File: src/nocFlitPkg.sv
package nocFlitPkg;

  //////////////////////////////////////////////////
  // flit word layout
  //////////////////////////////////////////////////

  localparam int flitWidth    = 16;
  localparam int kindWidth    = 3;
  localparam int lengthWidth  = 12;
  localparam int payloadWidth = flitWidth - kindWidth;   // body uses all bits after kind

  typedef enum logic [kindWidth-1:0] {
    kindIdle   = 3'd0,
    kindHeader = 3'd1,
    kindBody   = 3'd2,
    kindTail   = 3'd3
  } flitKind;

  typedef struct packed {
    flitKind                kind;
    logic                   spare;    // reserved
    logic [lengthWidth-1:0] length;   // flits that follow the header
  } flitHeader;

  typedef struct packed {
    flitKind                 kind;
    logic [payloadWidth-1:0] payload;
  } flitBody;

  // one word, two readings picked by the kind field
  typedef union packed {
    flitHeader header;
    flitBody   body;
  } flitWord;

  localparam flitWord idleFlit = '0;

  //////////////////////////////////////////////////
  // helpers
  //////////////////////////////////////////////////

  function automatic logic isHeaderFlit(flitWord f);
    return f.header.kind == kindHeader;
  endfunction

endpackage

File: src/nocPortPkg.sv
package nocPortPkg;

  //////////////////////////////////////////////////
  // router ports
  //////////////////////////////////////////////////

  localparam int numPorts = 5;

  typedef enum logic [2:0] {
    portLocal = 3'd0,
    portNorth = 3'd1,
    portEast  = 3'd2,
    portWest  = 3'd3,
    portSouth = 3'd4
  } portIdx;

  //////////////////////////////////////////////////
  // grant encoding
  //////////////////////////////////////////////////

  typedef logic [numPorts-1:0] grantVec;   // one-hot per port

  localparam grantVec grantIdle = '0;

  // cyclic successor, south wraps back to local
  function automatic portIdx nextPort(portIdx p);
    return (p == portSouth) ? portLocal : portIdx'(p + 3'd1);
  endfunction

  function automatic grantVec portGrant(portIdx p);
    return grantVec'(1) << p;
  endfunction

endpackage

File: src/portReqIf.sv
`timescale 1ns/10ps

interface portReqIf
  import nocFlitPkg::*, nocPortPkg::*;
();

  //////////////////////////////////////////////////
  // registered per-port state from the decode stage
  //////////////////////////////////////////////////

  logic [numPorts-1:0]    req;                    // valid levels
  flitWord                flit      [numPorts];   // flits, one stage late
  logic [lengthWidth-1:0] pktLength [numPorts];   // length of the last header seen

  // decode stage writes everything
  modport decoder (
    output req,
    output flit,
    output pktLength
  );

  modport arbiter (
    input req,
    input pktLength
  );

  modport crossbar (
    input flit
  );

endinterface

File: src/holdTimer.sv
`timescale 1ns/10ps

module holdTimer
  import nocFlitPkg::*;
(
  input  logic                   clk,
  input  logic                   rst,
  input  logic                   run,
  input  logic [lengthWidth-1:0] limit,
  output logic                   expired
);

  logic [lengthWidth-1:0] count;   // held cycles after the first

  always_ff @(posedge clk)
  begin
    if (rst)
    begin
      count <= '0;
    end
    else if (!run)
    begin
      count <= '0;   // restart whenever the hold is broken
    end
    else
    begin
      count <= count + 1'b1;
    end
  end

  assign expired = (count == limit);

  // once the limit is reached the arbiter has to let the port go
  holdStopsAtLimit: assert property (
    @(posedge clk) disable iff (rst)
    run |-> !expired
  ) else $error("hold timer kept running at its limit");

endmodule

File: src/flitDecoder.sv
`timescale 1ns/10ps

module flitDecoder
  import nocFlitPkg::*, nocPortPkg::*;
(
  input  logic                clk,
  input  logic                rst,
  input  flitWord             inFlit [numPorts],
  input  logic [numPorts-1:0] inValid,
  portReqIf.decoder           reqBus
);

  //////////////////////////////////////////////////
  // request levels and packet lengths
  //////////////////////////////////////////////////

  always_ff @(posedge clk)
  begin
    if (rst)
    begin
      reqBus.req <= '0;
      for (int i = 0; i < numPorts; i++)
      begin
        reqBus.pktLength[i] <= '0;
      end
    end
    else
    begin
      reqBus.req <= inValid;
      for (int i = 0; i < numPorts; i++)
      begin
        if (inValid[i] && isHeaderFlit(inFlit[i]))
        begin
          reqBus.pktLength[i] <= inFlit[i].header.length;   // new hold limit
        end
      end
    end
  end

  //////////////////////////////////////////////////
  // flit pipeline register
  //////////////////////////////////////////////////

  always_ff @(posedge clk)
  begin
    for (int i = 0; i < numPorts; i++)
    begin
      reqBus.flit[i] <= inFlit[i];
    end
  end

endmodule

File: src/outputArbiter.sv
`timescale 1ns/10ps

module outputArbiter
  import nocPortPkg::*;
(
  input  logic      clk,
  input  logic      rst,
  portReqIf.arbiter reqBus,
  output grantVec   grant
);

  portIdx              heldPort;    // port granted last cycle
  logic                heldValid;   // low while idle
  portIdx              nextHeld;
  logic                holdOk;
  logic [numPorts-1:0] runTimer;
  logic [numPorts-1:0] expired;

  //////////////////////////////////////////////////
  // per-port hold timers
  //////////////////////////////////////////////////

  for (genvar i = 0; i < numPorts; i++)
  begin : genTimer
    holdTimer timer (
      .clk     (clk),
      .rst     (rst),
      .run     (runTimer[i]),
      .limit   (reqBus.pktLength[i]),
      .expired (expired[i])
    );
  end

  //////////////////////////////////////////////////
  // hold, then rotate
  //////////////////////////////////////////////////

  assign holdOk = heldValid && reqBus.req[heldPort] && !expired[heldPort];

  always_comb
  begin
    portIdx cand;
    logic   found;
    grant    = grantIdle;
    runTimer = '0;
    nextHeld = heldPort;
    found    = 1'b0;
    cand     = heldValid ? nextPort(heldPort) : portLocal;   // idle starts at local
    if (holdOk)
    begin
      grant              = portGrant(heldPort);
      runTimer[heldPort] = 1'b1;
    end
    else
    begin
      // the released port itself comes last in the search
      for (int k = 0; k < numPorts; k++)
      begin
        if (!found && reqBus.req[cand])
        begin
          found    = 1'b1;
          grant    = portGrant(cand);
          nextHeld = cand;
        end
        cand = nextPort(cand);
      end
    end
  end

  always_ff @(posedge clk)
  begin
    if (rst)
    begin
      heldValid <= 1'b0;
      heldPort  <= portLocal;
    end
    else
    begin
      heldValid <= (grant != grantIdle);
      heldPort  <= nextHeld;
    end
  end

  // a released port waits behind every other requester
  releaseRotates: assert property (
    @(posedge clk) disable iff (rst)
    (heldValid && !holdOk && ((reqBus.req & ~portGrant(heldPort)) != '0))
      |-> !grant[heldPort]
  ) else $error("port %0d regranted ahead of requests %h", heldPort, reqBus.req);

  // work conserving, someone requesting always wins the output
  grantWhenRequested: assert property (
    @(posedge clk) disable iff (rst)
    (reqBus.req != '0) |-> (grant != grantIdle)
  ) else $error("requests %h left without a grant", reqBus.req);

endmodule

File: src/outputCrossbar.sv
`timescale 1ns/10ps

module outputCrossbar
  import nocFlitPkg::*, nocPortPkg::*;
(
  input  logic       clk,
  input  logic       rst,
  portReqIf.crossbar reqBus,
  input  grantVec    grant,
  output flitWord    outFlit,
  output logic       outValid
);

  flitWord selFlit;

  //////////////////////////////////////////////////
  // select and register
  //////////////////////////////////////////////////

  always_comb
  begin
    selFlit = idleFlit;
    for (int i = 0; i < numPorts; i++)
    begin
      if (grant[i])
      begin
        selFlit = reqBus.flit[i];
      end
    end
  end

  always_ff @(posedge clk)
  begin
    if (rst)
    begin
      outFlit  <= idleFlit;
      outValid <= 1'b0;
    end
    else
    begin
      outFlit  <= selFlit;
      outValid <= (grant != grantIdle);   // strobe follows the grant
    end
  end

  // a multi-hot grant would leave the mux picking the highest port
  xbarSingleSource: assert property (
    @(posedge clk) disable iff (rst)
    $onehot0(grant)
  ) else $error("crossbar sees multi-hot grant %h", grant);

endmodule

File: src/nocOutputPort.sv
`timescale 1ns/10ps

module nocOutputPort
  import nocFlitPkg::*, nocPortPkg::*;
(
  input  logic                clk,
  input  logic                rst,
  input  flitWord             inFlit [numPorts],
  input  logic [numPorts-1:0] inValid,
  output flitWord             outFlit,
  output logic                outValid,
  output grantVec             grant
);

  //////////////////////////////////////////////////
  // decode -> arbitrate -> crossbar
  //////////////////////////////////////////////////

  portReqIf reqBus ();

  flitDecoder decodeStage (
    .clk     (clk),
    .rst     (rst),
    .inFlit  (inFlit),
    .inValid (inValid),
    .reqBus  (reqBus)
  );

  outputArbiter arbStage (
    .clk    (clk),
    .rst    (rst),
    .reqBus (reqBus),
    .grant  (grant)    // also visible at the top
  );

  outputCrossbar xbarStage (
    .clk      (clk),
    .rst      (rst),
    .reqBus   (reqBus),
    .grant    (grant),
    .outFlit  (outFlit),
    .outValid (outValid)
  );

endmodule

File: config.mk
export PLATFORM = sky130hd
export DESIGN_NAME = nocOutputPort
export DESIGN_NICKNAME = d
export VERILOG_FILES = /design/src/nocFlitPkg.sv /design/src/nocPortPkg.sv /design/src/portReqIf.sv /design/src/holdTimer.sv /design/src/flitDecoder.sv /design/src/outputArbiter.sv /design/src/outputCrossbar.sv /design/src/nocOutputPort.sv
export SDC_FILE = /design/constraint.sdc
export NUM_CORES = 1
export LEC_CHECK = 0
export ABC_AREA = 1
export BUFFER_PORTS_ARGS = -buffer_cell sky130_fd_sc_hd__buf_2
export CAP_MARGIN = 20
export CORE_ASPECT_RATIO = 0.75
export CORE_MARGIN = 1.5
export CORE_UTILIZATION = 55
export CTS_CLUSTER_SIZE = 8
export DETAILED_ROUTE_END_ITERATION = 8
export MAX_ROUTING_LAYER = met4
export PLACE_DENSITY = 0.78
export SLEW_MARGIN = 25
export SYNTH_ARGS = -nofsm -noshare
export SYNTH_HDL_FRONTEND = slang
export SYNTH_SLANG_ARGS = --single-unit
File: constraint.sdc
create_clock -name clk -period 5.6 [get_ports clk]
set_input_delay 0.28 -clock clk [delete_from_list [all_inputs] [get_ports clk]]
set_output_delay 0.28 -clock clk [all_outputs]
set_load 0.02 [all_outputs]
; After elaboration in Yosys (flattened, before gate mapping)
; Cells that the tools add are included.
[word_totals]
reg_bits = 225
in_bits = 87
elab_cells = 135
[op_classes]
n_addsub = 10
n_lt_le_gt_ge = 7
n_eq_ne = 15
shifts = 6
mux = 47
bitwise = 6
reduce_logical = 25
[op_table]
columns = cell, n
row1 = $mux W16, 5
row2 = $add A12 B1 Y12 const B, 5
row3 = $eq A12 B12 Y1, 5
row4 = $mux W5, 7
row5 = $mux W3, 11
row6 = $shl A1 B3 Y5 const A, 6
row7 = $lt A3 B4 Y1 const B, 6
row8 = $bmux W1 S3, 7
row9 = $mux W1, 16
row10 = $add A3 B1 Y3 const B, 5
row11 = $eq A3 B1 Y1 const B, 5
row12 = $eq A3 B3 Y1 const B, 5
row13 = $logic_and A1 B1 Y1, 12
row14 = $reduce_bool A5 Y1, 2
row15 = $reduce_or A2 Y1, 5
row16 = $not A1 Y1, 6
row17 = $logic_not A1 Y1, 5
row18 = $demux W1 S3, 1
row19 = $ge A3 B1 Y1 const B, 1
row20 = $reduce_and A2 Y1, 1

; Depth between registers and ports, before layout
[logic_depth]
ltp_word = 28
mapped_depth = 33

; Modules after synthesis
; Synthesis repeated with hierarchy kept, for this count alone.
[unflattened]
cells_unflattened = 1573
area_unflattened_um2 = 11167.0
[by_module_without_submodules]
columns = module, n_inst, cells_per_inst, area_each_um2, seq_area_each_um2
row1 = flitDecoder, 1, 497, 4628.2, 2902.8
row2 = holdTimer, 5, 122, 748.2, 240.2
row3 = outputArbiter, 1, 281, 1599.0, 80.1
row4 = outputCrossbar, 1, 185, 1198.6, 340.3

; Worst setup path after synthesis
; Ideal clock, no wire load.
[synth_path]
kind = flip-flop to flip-flop
start = register arbStage.heldPort[0]
end = register xbarStage.outFlit[10] (netlist bit)
setup_time_ns = 0.140
arrival_time_ns = 4.467
t_required_ns = 5.460
slack_ns = 0.993
path_stages_with_launch = 33
path_buffers = 2
synth_period_minus_slack_ns = 4.607
cell_sequence = dfxtp_1 -> buf_2 -> inv_2 -> ha_1 -> nand2_4 -> nand3_1 -> inv_2 -> ha_1 -> ha_1 -> inv_1 -> nand2_4 -> ha_1 -> inv_1 -> nand2_2 -> ha_1 -> inv_1 -> nand2_2 -> ha_1 -> inv_1 -> nand2_1 -> inv_1 -> nand4_1 -> nand2_2 -> nand3_1 -> nand2_2 -> nand2_2 -> nand2_4 -> buf_4 -> nand2_1 -> nand3_1 -> nand2_1 -> nand2_1 -> a21oi_2
[synth_via]
word_cells_on_any_way = 66
cone_classes = add/sub (5) / eq/ne (5) / shift (6) / mux (39) / reduce/logical (11)
[synth_rtl]
columns = element, line_no
row1 = "start, declared", outputArbiter.sv:12  ; portIdx heldPort;
row2 = "start signal, assigned", outputArbiter.sv:75  ; heldPort <= portLocal;
row3 = "start signal, assigned", outputArbiter.sv:80  ; heldPort <= nextHeld;
row4 = branches (longest 22 deep; another with $add A3 B1 Y3), --
row5 = $mux W5 *, outputArbiter.sv:49  ; if (holdOk)
row6 = net grant[1], nocOutputPort.sv:12  ; output grantVec grant
row7 = $mux W16 * (4 in series), outputCrossbar.sv:25  ; if (grant[i])
row8 = "end signal, assigned", outputCrossbar.sv:36  ; outFlit <= idleFlit;
row9 = "end signal, assigned", outputCrossbar.sv:41  ; outFlit <= selFlit;
row10 = "end, declared", outputCrossbar.sv:10  ; output flitWord outFlit,
; Mark *: on every way through the listed nets, which the timed path passes. The select of a mux whose other input is x is not followed.
; A chain may end at the register's enable or synchronous reset.

; Final worst setup path
[layout_path]
start = register arbStage.heldPort[0]
end = output grant[3]
[layout_via]
elab_chain_len = 23
word_cells_on_any_way = 61
cone_classes = add/sub (5) / eq/ne (5) / shift (6) / mux (34) / reduce/logical (11)
[layout_lines]
columns = element, line_no
row1 = branches (longest 22 deep; another with $add A3 B1 Y3), --
row2 = $mux W5 *, outputArbiter.sv:49
row3 = "end, declared", nocOutputPort.sv:12
; Every way passes the cells marked *. The select of a mux whose other input is x is not followed.

==> results by group <==
Detailed routing
  • Post-DRT Antenna Nets: 0
  • DRT iter0 DRCs: approximately 860
  • Router iterations before antenna repair: 5
  • Total wire length: 28300 um
  • Via count: between 9000 and 10000
  • Drt drc: 0
  • Vias per cell: 5.46
  • Drt wl/cell: 16.5 um

Timing
  • Final setup margin: 269 ps
  • Final setup viols: 0
  • Fin. Hold Viols: 0
  • Setup_tns: 0 ps
  • RSZ-0062 raised after global routing: no
  • Hold WS: 30.6 ps
  • Worst slew pin tran: 717 ps
  • Max Clk Rate: ~190 MHz
  • Final Critical Period: 5330 ps
  • Final period util: 95.2%
  • Fin Clk Skew: 19.6 ps
  • Slew headroom: between 50% and 60%
  • Final Max Tran Viols: 0

Clock network
  • Clk slew on worst S/H paths: 50 ps
  • CTS max path bufs: 3
  • Total CTS buffers: 34
  • CTS tree: yes
  • Clk root buf: clkbuf_16
  • Htree depth: 2
  • Clock latency on the worst-skew pair: 510 ps
  • CTS Sinks: 225

Synthesis
  • Area leader, netlist: dfxtp_1
  • Post-synth top area share: 45.4%
  • Sequential area share after synthesis: 45.4%
  • Synthesized instance count: between 1000 and 1500
  • Yosys cell types: 48
  • Syn. warnings: 0
  • Post-Syn Nets: approximately 1400
  • Synth Register Bits: ~230
  • Ranking of synthesized cells by area: dfxtp_1 (45%), nor2_1 (8.4%), nand2_1 (7.5%), inv_1 (4.5%), nand3_1 (4.1%)
  • Mean Syn Cell Area: 7.79 um^2
  • Synth Cell Area: 9920 um^2

Placement
  • I/O Buffers: 108
  • Placer congestion estimate: 0.965
  • Pre-CTS worst setup slack: 461 ps
  • HPWL after DPL: about 19000 um

Floorplan
  • I/O Pins: 109
  • Die width: 158 um
  • Die ar.: about 19000 um^2
  • Row cnt: 42
  • Initial Util: 56.2%
  • Core area: around 18000 um^2
  • Die Y-Extent: 119 um

Final layout
  • Area growth syn-to-layout: 25.5%
  • # nets final: 1585
  • Most frequent cells in the layout: nor2_1 (223), dfxtp_1 (223), nand2_1 (199), inv_1 (118), buf_2 (108)
  • Share of cells above drive strength 1: 16.2%
  • Ant. Diodes: 0
  • Fin util: 70.5%

GRT
  • First-pass GRT wire length: between 40000 and 50000 um
  • Largest net degree at the start of global routing: 49
  • Tot GR Track Use: 31.1%
  • Vias in the first global route: 8934
  • Initial antenna violation count: 0
  • Gr ovfl total: 0

Critical path
  • Worst setup EP type: output port
  • Crit Path Max Fanout: 17
  • WP data arrival: roughly 5100 ps
  • Worst setup SP type: flop
  • Critical path class: flop to output port
  • Data required, critical path: 5320 ps

Status
  • Status: completed

Worst hold path
  • Min-Delay Path Class: primary input to flop

Job
  • Max cap viols: 0

Power and ir drop
  • Leakage power: about 5.6 nW
  • Power Density: slightly above 600 nW/um^2
  • Pwr Total: about 7.8 mW
  • Peak VDD IR: 421 uV
## worst paths after layout
| kind | startpoint | end | slack [ps] | cells after the start |
|---|---|---|---|---|
| worst max-delay path | arbStage.heldPort[0] | grant[3] | 270 | 25 |
| worst min register to register | decodeStage.reqBus.flit[0] | xbarStage.outFlit[0] | 450 | 2 |
| worst min-delay path | inValid[2] | decodeStage.reqBus.req[2] | 30 | 3 |
| worst max register to register | arbStage.heldPort[0] | xbarStage.outFlit[3] | 500 | 29 |
## synth_stat cells, drive strengths merged
cell / count
nor2: 226
dfxtp: 225
nand2: 224
inv: 129
nand3: 89
o21ai: 79
a21oi: 73
xor2: 43
nand4: 25
clkbuf: 24
ha: 22
nor3: 18
nor3b: 17
buf: 14
xnor2: 12
nor4: 10
or2: 9
o22ai: 6
and3: 5
nand3b: 4
o2111ai: 4
o211ai: 4
a211oi: 2
a221oi: 2
a31oi: 2
o21a: 2
o31ai: 2
and3b: 1
clkinv: 1
## what timing repair did
| item | 4_1_cts | 5_1_grt |
|---|---|---|
| buffers inserted | 1 | 7 |
| setup endpoints to repair | 1 | 7 |
| gates resized for setup | 0 | 9 |
| gates cloned | 1 | 0 |
| hold buffers | 82 | 1 |
| hold endpoints to repair | 82 | 1 |
| pin swaps | 0 | 2 |
## power breakdown
| part | leakage (nW) | internal [mW] | total, mW | switching (mW) |
|---|---|---|---|---|
| sequential | 1.85 | 1.73 | 1.79 | 0.0685 |
| combinational | 3.32 | 1.29 | 4.18 | 2.89 |
| clock | 0.449 | 1.09 | 1.79 | 0.705 |
| total | 5.63 | 4.10 | 7.77 | 3.67 |
## layout make-up
cell class / count / area (um^2)
fillers: 1344 / 5200
clock inverters: 4 / 71.3
flip-flops and latches: 225 / 4510
clock buffers: 35 / 855
multi-input cells: 882 / 4760
well taps: 242 / 303
repair buffers: 203 / 1460
inverters: 130 / 495
## critical path, stage by stage, from the launching register on
cell     delay (ps)
dfxtp_1         330
buf_4           170
ha_1            210
ha_1            300
inv_2           110
nand3_4         120
ha_1            340
inv_2           110
nand2_4          90
ha_1            300
inv_1           120
nand2_2         140
ha_1            320
inv_1           120
nand2_2          90
ha_1            310
inv_1            80
nand2_1          70
inv_1           140
nand4_1         140
nand2_2         160
nand2_4          80
o21ai_2         170
nand2_4         180
nand2_8         130
buf_2           200
## metrics by stage
step / area [um^2] / cells
floorplan: 9920 / 1274
global route: 12500 / 1721
finish: 12500 / 1721
detailed placement: 10600 / 1590
global placement: 10600 / 1590
CTS: 12400 / 1713
## registers in the layout, summed over array words and instances, names as in the netlist
| signal | count |
|---|---|
| arbStage.genTimer.timer.count | 60 |
| arbStage.heldPort | 3 |
| arbStage.heldValid | 1 |
| decodeStage.reqBus.flit | 80 |
| decodeStage.reqBus.pktLength | 60 |
| decodeStage.reqBus.req | 5 |
| xbarStage.outFlit | 16 |
## routing by layer
metal  track usage, %  routed length [um]
met1             41.9               12400
met2             45.0               12500
met3             6.48                2410
met4             13.6                1000
met5                -                   0
## cells by family after synthesis
family	share of synthesized area [%]
flip-flops	45.4
XOR/XNOR	4.86
buffers and inverters	6.98
AO/OA/AOI/OAI	10.3
AND/OR/NAND/NOR	29.7
adder cells (fa/ha/maj)	2.77
(Power assumes the default switching activity.)
